$ cat config.mk
export PLATFORM = sky130hd
export DESIGN_NAME = branch_unit
export DESIGN_NICKNAME = d
export VERILOG_FILES = /design/src/branch_pkg.sv /design/src/branch_detector.sv /design/src/branch_entry_regs.sv /design/src/branch_flags.sv /design/src/branch_unit.sv
export VERILOG_INCLUDE_DIRS = /design/src /design/src/include
export SDC_FILE = /design/constraint.sdc
export NUM_CORES = 1
export LEC_CHECK = 0
export BUFFER_PORTS_ARGS = -buffer_cell sky130_fd_sc_hd__buf_2
export CAP_MARGIN = 20
export CORE_ASPECT_RATIO = 0.6
export CORE_MARGIN = 3
export CORE_UTILIZATION = 60
export CTS_BUF_LIST = sky130_fd_sc_hd__clkbuf_16
export DETAILED_ROUTE_END_ITERATION = 8
export GPL_TIMING_DRIVEN = 0
export PLACE_DENSITY = 0.81
export REMOVE_ABC_BUFFERS = 1
export SETUP_SLACK_MARGIN = 0.3
export SYNTH_ARGS = -nofsm -noshare
export SYNTH_HDL_FRONTEND = slang
export SYNTH_SLANG_ARGS = --single-unit
$ cat constraint.sdc
create_clock -name clock -period 3.2 [get_ports clock]
set_input_delay 0.64 -clock clock [delete_from_list [all_inputs] [get_ports clock]]
set_output_delay 0.64 -clock clock [all_outputs]
set_load 0.05 [all_outputs]
$ cat src/include/branch_macros.svh
/*
 * Widths and counts shared by the branch unit RTL and its testbench.
 * Include in any file that needs one of these values.
 */
`ifndef BRANCH_MACROS_SVH
`define BRANCH_MACROS_SVH

// Pipeline datapath
`define WORD_WIDTH      36      // Thread result word
`define PC_WIDTH        10
`define THREAD_COUNT    8       // Barrel slots
`define THREAD_WIDTH    3

// Branch condition flags
`define COND_WIDTH      8
`define COND_SEL_WIDTH  3       // Index into the flag set

// Entry register bus
`define AXI_ADDR_WIDTH  7       // 8 threads of 4 words
`define AXI_DATA_WIDTH  32

`endif

$ cat src/branch_pkg.sv
/*
 * Types for the branch unit datapath and its register bus.
 * Modules name these through branch_pkg, by scope in ports and by import in bodies.
 */
`include "branch_macros.svh"

package branch_pkg;

    typedef logic [`WORD_WIDTH-1:0]     word_t;      // Previous thread result
    typedef logic [`PC_WIDTH-1:0]       pc_t;
    typedef logic [`THREAD_WIDTH-1:0]   thread_t;
    typedef logic [`COND_WIDTH-1:0]     cond_t;      // Full flag set
    typedef logic [`COND_SEL_WIDTH-1:0] cond_sel_t;

    typedef logic [`AXI_ADDR_WIDTH-1:0] axi_addr_t;
    typedef logic [`AXI_DATA_WIDTH-1:0] axi_data_t;

    // Write channel, response held until bready
    typedef enum logic {
        wr_idle,
        wr_response
    } axi_wr_state_t;

    // Read channel, data held until rready
    typedef enum logic {
        rd_idle,
        rd_data
    } axi_rd_state_t;

endpackage

$ cat src/branch_detector.sv
/*
 * Two stage branch decision. Stage one matches the PC against the thread's
 * entry, stage two applies the selected flag and picks the next PC.
 */
`timescale 1ns/1ps
`include "branch_macros.svh"

module branch_detector (
    input  logic                                       clock,
    input  logic                                       arst_n,
    input  logic                                       in_valid,
    input  branch_pkg::thread_t                        in_thread,
    input  branch_pkg::pc_t                            in_pc,
    input  branch_pkg::cond_t                          flags,
    input  branch_pkg::pc_t       [`THREAD_COUNT-1:0]  entry_origin,
    input  branch_pkg::pc_t       [`THREAD_COUNT-1:0]  entry_dest,
    input  branch_pkg::cond_sel_t [`THREAD_COUNT-1:0]  entry_cond_sel,
    input  logic                  [`THREAD_COUNT-1:0]  entry_enable,
    output logic                                       out_valid,
    output branch_pkg::thread_t                        out_thread,
    output branch_pkg::pc_t                            next_pc,
    output logic                                       taken
);
    import branch_pkg::*;

    logic      entry_hit;
    logic      s1_valid;
    logic      s1_match;
    thread_t   s1_thread;
    pc_t       s1_pc;
    pc_t       s1_dest;
    cond_sel_t s1_cond_sel;
    logic      s2_taken;

    // Enabled entry whose origin equals the entering PC
    assign entry_hit = entry_enable[in_thread] && (entry_origin[in_thread] == in_pc);

    // Flags line up with stage one
    assign s2_taken = s1_match && flags[s1_cond_sel];

    always_ff @(posedge clock or negedge arst_n) begin
        if (!arst_n) begin
            s1_valid  <= 1'b0;
            s1_match  <= 1'b0;
            out_valid <= 1'b0;
            taken     <= 1'b0;
        end else begin
            s1_valid  <= in_valid;
            s1_match  <= entry_hit;
            out_valid <= s1_valid;
            taken     <= s2_taken;
        end
    end

    // Payload follows the valid bits down the pipe
    always_ff @(posedge clock) begin
        s1_thread   <= in_thread;
        s1_pc       <= in_pc;
        s1_dest     <= entry_dest[in_thread];
        s1_cond_sel <= entry_cond_sel[in_thread];

        out_thread  <= s1_thread;
        if (s2_taken) begin
            next_pc <= s1_dest;
        end else begin
            next_pc <= pc_t'(s1_pc + 1'b1);  // Wraps at top of PC range
        end
    end

endmodule

$ cat src/branch_entry_regs.sv
/*
 * AXI4-Lite slave holding one branch entry per thread.
 * Address is thread * 16 + word * 4; words are origin, destination, control.
 */
`timescale 1ns/1ps
`include "branch_macros.svh"

module branch_entry_regs (
    input  logic                                       clock,
    input  logic                                       arst_n,
    input  branch_pkg::axi_addr_t                      awaddr,
    input  logic                                       awvalid,
    output logic                                       awready,
    input  branch_pkg::axi_data_t                      wdata,
    input  logic [`AXI_DATA_WIDTH/8-1:0]               wstrb,
    input  logic                                       wvalid,
    output logic                                       wready,
    output logic [1:0]                                 bresp,
    output logic                                       bvalid,
    input  logic                                       bready,
    input  branch_pkg::axi_addr_t                      araddr,
    input  logic                                       arvalid,
    output logic                                       arready,
    output branch_pkg::axi_data_t                      rdata,
    output logic [1:0]                                 rresp,
    output logic                                       rvalid,
    input  logic                                       rready,
    output branch_pkg::pc_t       [`THREAD_COUNT-1:0]  entry_origin,
    output branch_pkg::pc_t       [`THREAD_COUNT-1:0]  entry_dest,
    output branch_pkg::cond_sel_t [`THREAD_COUNT-1:0]  entry_cond_sel,
    output logic                  [`THREAD_COUNT-1:0]  entry_enable
);
    import branch_pkg::*;

    axi_wr_state_t wr_state;
    axi_rd_state_t rd_state;
    thread_t       wr_thread;
    thread_t       rd_thread;
    logic [1:0]    wr_word;
    logic [1:0]    rd_word;
    logic          wr_accept;
    logic          rd_accept;
    axi_data_t     wr_merged;

    // Packed register view of one entry word, unused bits zero
    function automatic axi_data_t reg_view(thread_t thread, logic [1:0] word);
        axi_data_t view;
        view = '0;
        case (word)
            2'd0: view[`PC_WIDTH-1:0] = entry_origin[thread];
            2'd1: view[`PC_WIDTH-1:0] = entry_dest[thread];
            2'd2: begin
                view[`COND_SEL_WIDTH-1:0] = entry_cond_sel[thread];
                view[8]                   = entry_enable[thread];   // Enable bit
            end
            default: view = '0;     // Word 3 reads as zero
        endcase
        return view;
    endfunction

    // Byte lanes without a strobe keep their old contents
    function automatic axi_data_t apply_strb(axi_data_t old, axi_data_t data,
                                             logic [`AXI_DATA_WIDTH/8-1:0] strb);
        axi_data_t merged;
        merged = old;
        for (int i = 0; i < `AXI_DATA_WIDTH/8; i++) begin
            if (strb[i]) begin
                merged[8*i +: 8] = data[8*i +: 8];
            end
        end
        return merged;
    endfunction

    assign wr_thread = awaddr[`AXI_ADDR_WIDTH-1:4];
    assign wr_word   = awaddr[3:2];
    assign rd_thread = araddr[`AXI_ADDR_WIDTH-1:4];
    assign rd_word   = araddr[3:2];

    assign wr_accept = awready && wready && awvalid && wvalid;
    assign rd_accept = arready && arvalid;
    assign wr_merged = apply_strb(reg_view(wr_thread, wr_word), wdata, wstrb);

    assign bresp = 2'b00;   // Always OKAY
    assign rresp = 2'b00;

    // Write channel and entry storage
    always_ff @(posedge clock or negedge arst_n) begin
        if (!arst_n) begin
            wr_state       <= wr_idle;
            awready        <= 1'b0;
            wready         <= 1'b0;
            bvalid         <= 1'b0;
            entry_origin   <= '0;
            entry_dest     <= '0;
            entry_cond_sel <= '0;
            entry_enable   <= '0;
        end else begin
            case (wr_state)
                wr_idle: begin
                    if (wr_accept) begin
                        awready  <= 1'b0;
                        wready   <= 1'b0;
                        bvalid   <= 1'b1;
                        wr_state <= wr_response;
                        case (wr_word)
                            2'd0: entry_origin[wr_thread] <= wr_merged[`PC_WIDTH-1:0];
                            2'd1: entry_dest[wr_thread]   <= wr_merged[`PC_WIDTH-1:0];
                            2'd2: begin
                                entry_cond_sel[wr_thread] <= wr_merged[`COND_SEL_WIDTH-1:0];
                                entry_enable[wr_thread]   <= wr_merged[8];
                            end
                            default: ;  // Word 3 ignores writes
                        endcase
                    end else if (awvalid && wvalid) begin
                        awready <= 1'b1;    // Both channels present, accept next edge
                        wready  <= 1'b1;
                    end
                end
                wr_response: begin
                    if (bready) begin
                        bvalid   <= 1'b0;
                        wr_state <= wr_idle;
                    end
                end
                default: wr_state <= wr_idle;
            endcase
        end
    end

    // Read channel control
    always_ff @(posedge clock or negedge arst_n) begin
        if (!arst_n) begin
            rd_state <= rd_idle;
            arready  <= 1'b0;
            rvalid   <= 1'b0;
        end else begin
            case (rd_state)
                rd_idle: begin
                    if (rd_accept) begin
                        arready  <= 1'b0;
                        rvalid   <= 1'b1;
                        rd_state <= rd_data;
                    end else if (arvalid) begin
                        arready <= 1'b1;
                    end
                end
                rd_data: begin
                    if (rready) begin
                        rvalid   <= 1'b0;
                        rd_state <= rd_idle;
                    end
                end
                default: rd_state <= rd_idle;
            endcase
        end
    end

    // Read data is captured once and held while rvalid waits
    always_ff @(posedge clock) begin
        if (rd_accept) begin
            rdata <= reg_view(rd_thread, rd_word);
        end
    end

endmodule

$ cat src/branch_flags.sv
/*
 * Condition flags for the branch detector, registered one cycle after the
 * previous result so they line up with the detector's first stage.
 */
`timescale 1ns/1ps
`include "branch_macros.svh"

module branch_flags (
    input  logic              clock,
    input  logic              arst_n,
    input  branch_pkg::word_t r_prev,
    output branch_pkg::cond_t flags
);
    import branch_pkg::*;

    logic  is_zero;
    logic  is_negative;
    logic  is_even;
    cond_t flags_next;

    assign is_zero     = (r_prev == '0);
    assign is_negative = r_prev[`WORD_WIDTH-1];  // Sign bit
    assign is_even     = ~r_prev[0];

    // Fixed flag positions, one per condition select value
    always_comb begin
        flags_next    = '0;             // Bits 5 and 6 reserved
        flags_next[0] = 1'b1;           // Always
        flags_next[1] = is_zero;
        flags_next[2] = ~is_zero;
        flags_next[3] = ~is_negative;   // Positive, top bit clear
        flags_next[4] = is_negative;
        flags_next[7] = is_even;        // Hailstone style custom test
    end

    always_ff @(posedge clock or negedge arst_n) begin
        if (!arst_n) begin
            flags <= '0;
        end else begin
            flags <= flags_next;
        end
    end

endmodule

$ cat src/branch_unit.sv
/*
 * Branch unit top for the eight thread barrel pipeline.
 * Connects the flag register, the AXI4-Lite entry registers and the detector.
 */
`timescale 1ns/1ps
`include "branch_macros.svh"

module branch_unit (
    input  logic                          clock,
    input  logic                          arst_n,
    input  logic                          in_valid,
    input  branch_pkg::thread_t           in_thread,
    input  branch_pkg::pc_t               in_pc,
    input  branch_pkg::word_t             r_prev,
    output logic                          out_valid,
    output branch_pkg::thread_t           out_thread,
    output branch_pkg::pc_t               next_pc,
    output logic                          taken,
    input  branch_pkg::axi_addr_t         awaddr,
    input  logic                          awvalid,
    output logic                          awready,
    input  branch_pkg::axi_data_t         wdata,
    input  logic [`AXI_DATA_WIDTH/8-1:0]  wstrb,
    input  logic                          wvalid,
    output logic                          wready,
    output logic [1:0]                    bresp,
    output logic                          bvalid,
    input  logic                          bready,
    input  branch_pkg::axi_addr_t         araddr,
    input  logic                          arvalid,
    output logic                          arready,
    output branch_pkg::axi_data_t         rdata,
    output logic [1:0]                    rresp,
    output logic                          rvalid,
    input  logic                          rready
);
    import branch_pkg::*;

    cond_t                         flags;
    pc_t       [`THREAD_COUNT-1:0] entry_origin;
    pc_t       [`THREAD_COUNT-1:0] entry_dest;
    cond_sel_t [`THREAD_COUNT-1:0] entry_cond_sel;
    logic      [`THREAD_COUNT-1:0] entry_enable;

    branch_flags branch_flags_inst (
        .clock  (clock),
        .arst_n (arst_n),
        .r_prev (r_prev),
        .flags  (flags)
    );

    branch_entry_regs branch_entry_regs_inst (
        .clock          (clock),
        .arst_n         (arst_n),
        .awaddr         (awaddr),
        .awvalid        (awvalid),
        .awready        (awready),
        .wdata          (wdata),
        .wstrb          (wstrb),
        .wvalid         (wvalid),
        .wready         (wready),
        .bresp          (bresp),
        .bvalid         (bvalid),
        .bready         (bready),
        .araddr         (araddr),
        .arvalid        (arvalid),
        .arready        (arready),
        .rdata          (rdata),
        .rresp          (rresp),
        .rvalid         (rvalid),
        .rready         (rready),
        .entry_origin   (entry_origin),
        .entry_dest     (entry_dest),
        .entry_cond_sel (entry_cond_sel),
        .entry_enable   (entry_enable)
    );

    branch_detector branch_detector_inst (
        .clock          (clock),
        .arst_n         (arst_n),
        .in_valid       (in_valid),
        .in_thread      (in_thread),
        .in_pc          (in_pc),
        .flags          (flags),
        .entry_origin   (entry_origin),
        .entry_dest     (entry_dest),
        .entry_cond_sel (entry_cond_sel),
        .entry_enable   (entry_enable),
        .out_valid      (out_valid),
        .out_thread     (out_thread),
        .next_pc        (next_pc),
        .taken          (taken)
    );

endmodule

=== Yosys cells after proc, flatten, opt, wreduce, memory -nomap -nowiden ===
Cells that the tools add are included.
Widths: inputs -> output; s select.

* Add/subtract/negate cells: 1
* Reduce and logical (&&, ||, !) cells: 19
* Eq/ne operators: 9
* Muxes and demuxes: 63
* Bitwise operators: 5
* Order comparisons: 5

{| class="wikitable"
|+ Operators with widths
! cell !! number
|-
| $bmux 10 s3 || 6
|-
| $bwmux 80 || 2
|-
| $mux 10 || 8
|-
| $logic_not 36->1 || 1
|-
| $demux 10 s3 || 1
|-
| $bmux 3 s3 || 3
|-
| $bwmux 24 || 1
|-
| $pmux 5 s2 || 2
|-
| $pmux 3 s3 || 2
|-
| $mux 1 || 17
|-
| $lt 3x4->1 const B || 4
|-
| $bmux 1 s3 || 4
|-
| $mux 3 || 4
|-
| $pmux 1 s2 || 6
|-
| $add 10x1->10 const B || 1
|-
| $eq 10x10->1 || 1
|-
| $demux 3 s3 || 1
|-
| $reduce_and 3->1 || 3
|-
| $bwmux 8 || 1
|-
| $mux 8 || 1
|-
| $reduce_and 2->1 || 4
|-
| $logic_and 1x1->1 || 7
|-
| $pmux 1 s3 || 2
|-
| $not 1->1 || 5
|-
| 9 further kinds || 15
|}

* Bits in registers: 257
* Input port bits: 107
* Logic and storage cells: 145
* Output and inout port bits: 56

=== Logic depth before layout (Yosys ltp) ===
Gate-level depths: netlist (run 1).

* Word-level depth: 5
* Depth in mapped cells: 11
* Mapped depth without buffers: 6

=== Cells and area by module ===
A second synthesis (run 1) with hierarchy kept.

* Cells, all modules: 1280
* Area, all modules: 15064.4 µm²

{| class="wikitable"
|+ By module, submodules not included
! module !! sequential area each (µm²) !! cells each !! area each (µm²) !! instances
|-
| branch_entry_regs || 5255.0 || 1053 || 12019.0 || 1
|-
| branch_detector || 880.8 || 201 || 2776.4 || 1
|-
| branch_flags || 150.1 || 26 || 269.0 || 1
|}

=== Least setup slack after synthesis (run 1) ===
Ideal clock, no wire load.

* Kind: input to register
* Start: in araddr[4]
* End: reg branch_entry_regs_inst.rdata[6] (data pin)
* Required time: 2933 ps
* Arrival time: 2322 ps
* Buffers on the path: 2
* Path slack: 610 ps
* Library setup time: 267 ps
* Stages: 5
* Path through: buf_2 -> buf_2 -> mux4_2 -> mux4_2 -> nor2b_1

* Cells in the longest elaborated chain, start to end: 3
* Elaborated cells on any way between the ends: 5
* Those cells by class: mux (5)

{| class="wikitable"
|+ Ends and longest elaborated chain
! element !! line !! RTL
|-
| start: declaration || branch_unit.sv:29 || <nowiki>input branch_pkg::axi_addr_t araddr,</nowiki>
|-
| $bmux 10 s3 (on tied branches) || branch_entry_regs.sv:51, branch_entry_regs.sv:50 ||
|-
| $mux 10 (on tied branches) || branch_entry_regs.sv:51, branch_entry_regs.sv:50 ||
|-
| $pmux 5 s2 (*) || branch_entry_regs.sv:49 || <nowiki>case (word)</nowiki>
|-
| end signal: assignment || branch_entry_regs.sv:161 || <nowiki>rdata <= reg_view(rd_thread, rd_word);</nowiki>
|-
| end: declaration || branch_entry_regs.sv:24 || <nowiki>output branch_pkg::axi_data_t rdata,</nowiki>
|}

Every way passes the cells marked *; elsewhere a longest branch is shown, timed or not. The select of a mux whose other input is x is not followed.
A chain may end at the register's enable or synchronous reset.

=== Worst setup path after layout (run 1) ===
* Start: reg branch_entry_regs_inst.wr_state
* End: reg branch_entry_regs_inst.entry_origin[10] (netlist name)

* Cells in the longest elaborated chain, start to end: 2

{| class="wikitable"
|+ Ends and longest elaborated chain
! element !! line !! RTL
|-
| start: declaration || branch_entry_regs.sv:35 || <nowiki>axi_wr_state_t wr_state;</nowiki>
|-
| start signal: assignment || branch_entry_regs.sv:89 || <nowiki>wr_state <= wr_idle;</nowiki>
|-
| start signal: assignment || branch_entry_regs.sv:104 || <nowiki>wr_state <= wr_response;</nowiki>
|-
| start signal: assignment || branch_entry_regs.sv:122 || <nowiki>wr_state <= wr_idle;</nowiki>
|-
| $not 1->1 (no line) || - ||
|-
| $reduce_and 3->1 (no line) || - ||
|-
| end signal: indexed assignment || branch_entry_regs.sv:106 || <nowiki>2'd0: entry_origin[wr_thread] <= wr_merged[`PC_WIDTH-1:0];</nowiki>
|-
| end: declaration || branch_entry_regs.sv:28 || <nowiki>output branch_pkg::pc_t [`THREAD_COUNT-1:0] entry_origin,</nowiki>
|}

Every way passes these cells.

==> flow_summary.ini, run 1 <==
[synth]
synthCells = 1240
synth.area.top_cells = dfrtp_1, mux4_2, dfxtp_1, mux2_2, mux2i_1
synth_most_common_cell = dfrtp_1
synth_common_cells = dfrtp_1, nor2_1, mux4_2
synth_top_area_share = 0.358
synth-edff-count = 10
async_flop_share = 0.809
syn_area_per_cell_um2 = 11.7
ys_ff_latch = 257
netlist_area_um2 = 14500
synthFlopType = dfrtp_1
ys_warn_count = 0
yosysUniqueCellTypes = 72
synth.largest_area_cell = dfrtp_1
ys_seq_area_frac = 0.432

[global_routing]
grt-ovfl-total = 0
antenna_found_initial = 1
grt_pass1_vias = 11242
grt_start_max_net_pins = 117
grt_usage = 0.330
grt_pass1_wl_um = 66700

[drt]
drt_wl_total_um = 43300
post_drt_wl_per_cell_um = 26.7
drtIter0Drc = 1636
vias = 11424
via_per_inst = 7.04
route.detailed.drc = 0
ant_nets = 0
first_pass_iters = 7

[worst_setup_path]
endpoint_kind = flip-flop
cp_data_arrival_time_ps = 3360
worstPathRequired_ps = 3620
worst-r2r-cell-count = 5
startpoint_type = flip-flop
ff2ff_setup_slack_ps = 260
cp_max_fo = 8
worstSetupPathType = reg -> reg

[finish]
diodes = 0
layout.cells.non_filler = 1623
syn2layout_area_growth_pct = 10.2
layout-drive-gt1-share = 0.300
fin_nets = 1398

[clocking]
cts_sinks = 257
post-cts-setup-buffers = 0
ctsHoldBuffers = 0
cts_tree = done
clk_latency_ps = 550
clock_path_buffers = 3
cts_inserted_buffers = 24
cts_htree_levels = 1
cts.clk_slew.worst_paths_ps = 70
clock-root-buffer = clkbuf_16

[power_and_ir_drop]
max-vdd-ir-drop_mv = 0.485
p_seq_frac = 0.453
power.leakage_nw = 6.74
power.switching_mw = 3.09
p_int_mw = 6.42
swShare = 0.325
clkPwrFrac = 0.304
p_comb_frac = 0.243
powerDensity_nw_per_um2 = 594

[sta]
rsz0062_at_grt = yes
hold_viol = 0
fin_worst_skew_ps = 16.6
tightest_slew_ps = 1120
worst_slack_ps = 263
finalMaxSlewViolations = 0
finalCritPeriodShare = 0.918
fin_crit_ps = 2940
final-setup-viol-count = 0
max_freq_mhz = 340
relSlewSlack = 0.251

[die]
io_pins = 163
dieArea_um2 = 26200
chipHeight_um = 127
rows = 43
die_w_um = 207
initial_core_util = 0.620
core_area_um2 = 23500

[outcome]
status = finished, final reports clean

[placed_design]
place_ws_ps = -890
dp_hpwl_um = 28800
gp_congestion = 0.931
port_buffers = 108
dp_cells = 1577

[hold_path]
hold_class = in -> async

[job]
drv_cap = 0
-- metal layers --
layer | share of wire | routed length (um) | track usage
met1 | 0.39 | 16800 | 0.468
met3 | 0.16 | 6820 | 0.134
met2 | 0.42 | 18200 | 0.470
met5 | 0.00018 | 8 | 0
met4 | 0.035 | 1530 | 0.105
-- power groups by stage --
stage	registers [mW]	clock network [mW]	logic [mW]
6_report	4.31	2.89	2.31
5_1_grt	4.38	3.04	2.46
4_1_cts	4.29	2.90	2.26
3_5_place_dp	4.35	0	2.25
3_3_place_gp	4.29	0	2.15
2_1_floorplan	4.42	0	1.33
-- registers in the layout, summed over array words and instances (netlist names) --
signal	cells
branch_detector_inst.next_pc	10
branch_flags_inst.flags	6
branch_entry_regs_inst.rd_state	1
branch_detector_inst.s1_valid	1
branch_entry_regs_inst.awready	1
branch_entry_regs_inst.entry_origin	80
branch_detector_inst.taken	1
branch_entry_regs_inst.entry_dest	80
branch_entry_regs_inst.entry_enable	8
branch_detector_inst.out_valid	1
branch_detector_inst.s1_thread	3
branch_entry_regs_inst.arready	1
branch_entry_regs_inst.rvalid	1
branch_detector_inst.s1_pc	10
branch_entry_regs_inst.wr_state	1
branch_entry_regs_inst.entry_cond_sel	24
branch_detector_inst.s1_cond_sel	3
branch_detector_inst.out_thread	3
branch_entry_regs_inst.rdata	10
branch_entry_regs_inst.bvalid	1
branch_detector_inst.s1_match	1
branch_detector_inst.s1_dest	10
-- worst max-delay path: stages (launching register included) --
cell	delay (ps)
dfrtp_1	390
nand4b_1	650
nand2b_1	560
nor3_2	650
buf_6	240
mux2_2	340
-- layout make-up --
type,count,area [um^2]
clock buffer,29,726
clock inverter,15,58.8
fill,1700,7430
inverter,14,52.6
multi-input combinational,867,7660
sequential,257,6290
tap,315,394
timing repair buffer,126,853
-- repair_timing --
item / CTS / global route
gates resized for setup: 10 / 9
setup endpoints to repair: 149 / 99
hold endpoints to repair: 0 / 0
gates cloned: 0 / 2
pin swaps: 0 / 2
-- per-stage QoR --
stage | TNS [ps] | utilization | power (mW) | cell area [um^2] | hold slack [ps]
finish | 0 | 0.683 | 9.51 | 16000 | 101
detailed placement | -73450 | 0.646 | 6.59 | 15100 | 312
global placement | -630500 | 0.631 | 6.44 | 14800 | 311
CTS | 0 | 0.680 | 9.45 | 16000 | 135
global route | 0 | 0.683 | 9.89 | 16000 | 160
floorplan | 0 | - | 5.75 | 13900 | 310
-- path summary, 6_finish.rpt --
kind | from | end
max | branch_entry_regs_inst.wr_state | branch_entry_regs_inst.entry_origin[10]
min | arst_n | branch_entry_regs_inst.rvalid
max reg2reg | branch_entry_regs_inst.wr_state | branch_entry_regs_inst.entry_origin[10]
min reg2reg | branch_detector_inst.s1_thread[2] | branch_detector_inst.out_thread[2]
max in group asynchronous | arst_n | branch_entry_regs_inst.entry_origin[74]
min in group clock | in_valid | branch_detector_inst.s1_valid
-- logic make-up after synthesis --
group                    after synthesis  share of synthesized area
AO/OA/AOI/OAI                        225                      0.101
other                                  2                   0.000516
buffers and inverters                143                     0.0567
multiplexers                         257                      0.292
flip-flops                           257                      0.432
AND/OR/NAND/NOR                      335                      0.106
XOR/XNOR                              20                     0.0120
adder cells (fa/ha/maj)                1                   0.000860
-- cells in the final DEF, fill, tap and decap left out, drive strengths merged, types with 6 or more instances in the layout --
cell type	instances
dfrtp	208
buf	126
nor2	124
mux4	122
nand2	99
a31oi	89
mux2	75
o21ai	61
mux2i	60
dfxtp	39
clkbuf	29
nand3	27
conb	27
inv	23
nand2b	18
o22ai	17
a21oi	17
xor2	14
nand3b	13
nor3	12
edfxtp	10
nor2b	10
nor4	9
or3b	8
xnor2	6
o31ai	6
clkinv	6
Note: power is estimated with default switching activity, not from simulation.
==> run 2, diff against run 1 <==
--- a/config.mk
+++ b/config.mk
@@ -20,3 +20,4 @@
 export SYNTH_ARGS = -nofsm -noshare
 export SYNTH_HDL_FRONTEND = slang
 export SYNTH_SLANG_ARGS = --single-unit
+export TNS_END_PERCENT = 20
==> constraint.sdc (replaced) <==
create_clock -name clock -period 3.38 [get_ports clock]
set_input_delay 0.676 -clock clock [delete_from_list [all_inputs] [get_ports clock]]
set_output_delay 0.676 -clock clock [all_outputs]
set_load 0.05 [all_outputs]
==> flow_summary.ini, run 2 (synthesis gave the netlist of run 1 again) <==
[clocking]
clock-root-buffer = clkbuf_16
cts_tree = done
cts_sinks = 257
clk_latency_ps = 550
cts.clk_slew.worst_paths_ps = 70
cts_htree_levels = 1
cts_inserted_buffers = 24
clock_path_buffers = 3
post-cts-setup-buffers = 0

[sta]
fin_worst_skew_ps = 15.0
whs_ps = 149
rsz0062_at_grt = yes
max_freq_mhz = 325
finalCritPeriodShare = 0.911
final-setup-viol-count = 0
tightest_slew_ps = 1130
hold_viol = 0
relSlewSlack = 0.246
tns_ps = 0
finalMaxSlewViolations = 0
fin_crit_ps = 3080

[worst_setup_path]
worstSetupPathType = in -> reg
startpoint_type = input port
endpoint_kind = flip-flop
cp_max_fo = 74
cp_data_arrival_time_ps = 3430
worstPathRequired_ps = 3730
worst-r2r-cell-count = 5

[finish]
layout-drive-gt1-share = 0.296
syn2layout_area_growth_pct = 10.1
diodes = 0
most-common-layout-cells = dfrtp_1, nor2_1, mux4_2
fin_nets = 1402
reg_top3 = branch_entry_regs_inst.entry_dest: 80 flops, branch_entry_regs_inst.entry_origin: 80 flops, branch_entry_regs_inst.entry_cond_sel: 24 flops
final_common_cell = dfrtp_1
finish.instance_area_um2 = 16000

[drt]
via_per_inst = 7.00
vias = 11389
route.detailed.drc = 0
drt_wl_total_um = 43100
first_pass_iters = 6
ant_nets = 0
drtIter0Drc = 1568
post_drt_wl_per_cell_um = 26.5

[placed_design]
placed_cell_area_um2 = 15100
dp_hpwl_um = 28800
gp_congestion = 0.931
port_buffers = 108

[global_routing]
gr-usage-met1 = 0.470
grt-busiest-layer = met1
grt_pass1_vias = 11210
grt_use_met3 = 0.133
grt-ovfl-total = 0
grt_start_max_net_pins = 117
grt_pass1_wl_um = 66700
grt_use_met2 = 0.468
grt_usage = 0.330
antenna_found_initial = 1

[die]
die_w_um = 207
rows = 43
initial_core_util = 0.620
core_area_um2 = 23500
chipHeight_um = 127
io_pins = 163
dieArea_um2 = 26200

[power_and_ir_drop]
powerDensity_nw_per_um2 = 561
power.leakage_nw = 6.77
report.power.total_mw = 8.99
max-vdd-ir-drop_mv = 0.459

[hold_path]
hold_class = in -> async

[outcome]
status = finished, final reports clean

[job]
drv_cap = 0
-- run 2: cell types whose count changed in the layout (fill, tap and decap cells not counted) --
cell,before,now
nor2_1,116,123
nor2_2,8,1
buf_4,8,11
buf_6,8,11
o31ai_4,5,3
mux2i_1,59,60
mux2i_2,1,0
-- run 2: repair_timing --
item / CTS / global route
gates resized for setup: 4 / 4
hold buffers: 0 / 0
setup endpoints to repair: 90 / 33
-- run 2: final timing paths --
check	slack, ps	from	to
max	300	awaddr[6]	branch_entry_regs_inst.entry_origin[11]
max in group asynchronous	2160	arst_n	branch_entry_regs_inst.entry_origin[74]
max reg2reg	390	branch_entry_regs_inst.wr_state	branch_entry_regs_inst.entry_dest[65]
min in group clock	240	in_valid	branch_detector_inst.s1_valid
min	150	arst_n	branch_entry_regs_inst.arready
min reg2reg	330	branch_detector_inst.s1_thread[2]	branch_detector_inst.out_thread[2]
-- run 2: where the power goes --
group / internal (mW) / switching, mW
clock network: 1.52 / 1.22
registers: 3.60 / 0.487
logic: 0.968 / 1.21
-- run 2: final cells by class --
class	count	area, um^2
inverters	14	52.6
clock inverters	15	58.8
clock buffers	29	726
well taps	315	394
multi-input cells	865	7600
repair buffers	132	910
flip-flops and latches	257	6290
fillers	1705	7430
-- run 2: layer usage --
| layer | routed length, um | part of all wire |
|---|---|---|
| met5 | 8 | 0.00019 |
| met2 | 17900 | 0.42 |
| met3 | 6820 | 0.16 |
| met1 | 16700 | 0.39 |
| met4 | 1670 | 0.039 |
-- run 2: metrics by stage --
| stage | util | instances | worst slack [ps] |
|---|---|---|---|
| finish | 0.683 | 1627 | 301 |
| global route | 0.683 | 1627 | 279 |
| CTS | 0.679 | 1621 | 369 |
| detailed placement | 0.646 | 1577 | -746 |
| global placement | 0.631 | 1559 | -1880 |
| floorplan | - | 1136 | 457 |
-- run 2: worst max-delay path: stages --
cell and delay (ps):
buf_4 300, buf_16 340, nand2b_1 500, o22ai_1 130, o21a_1 260, o31ai_4 920
a31oi_1 230
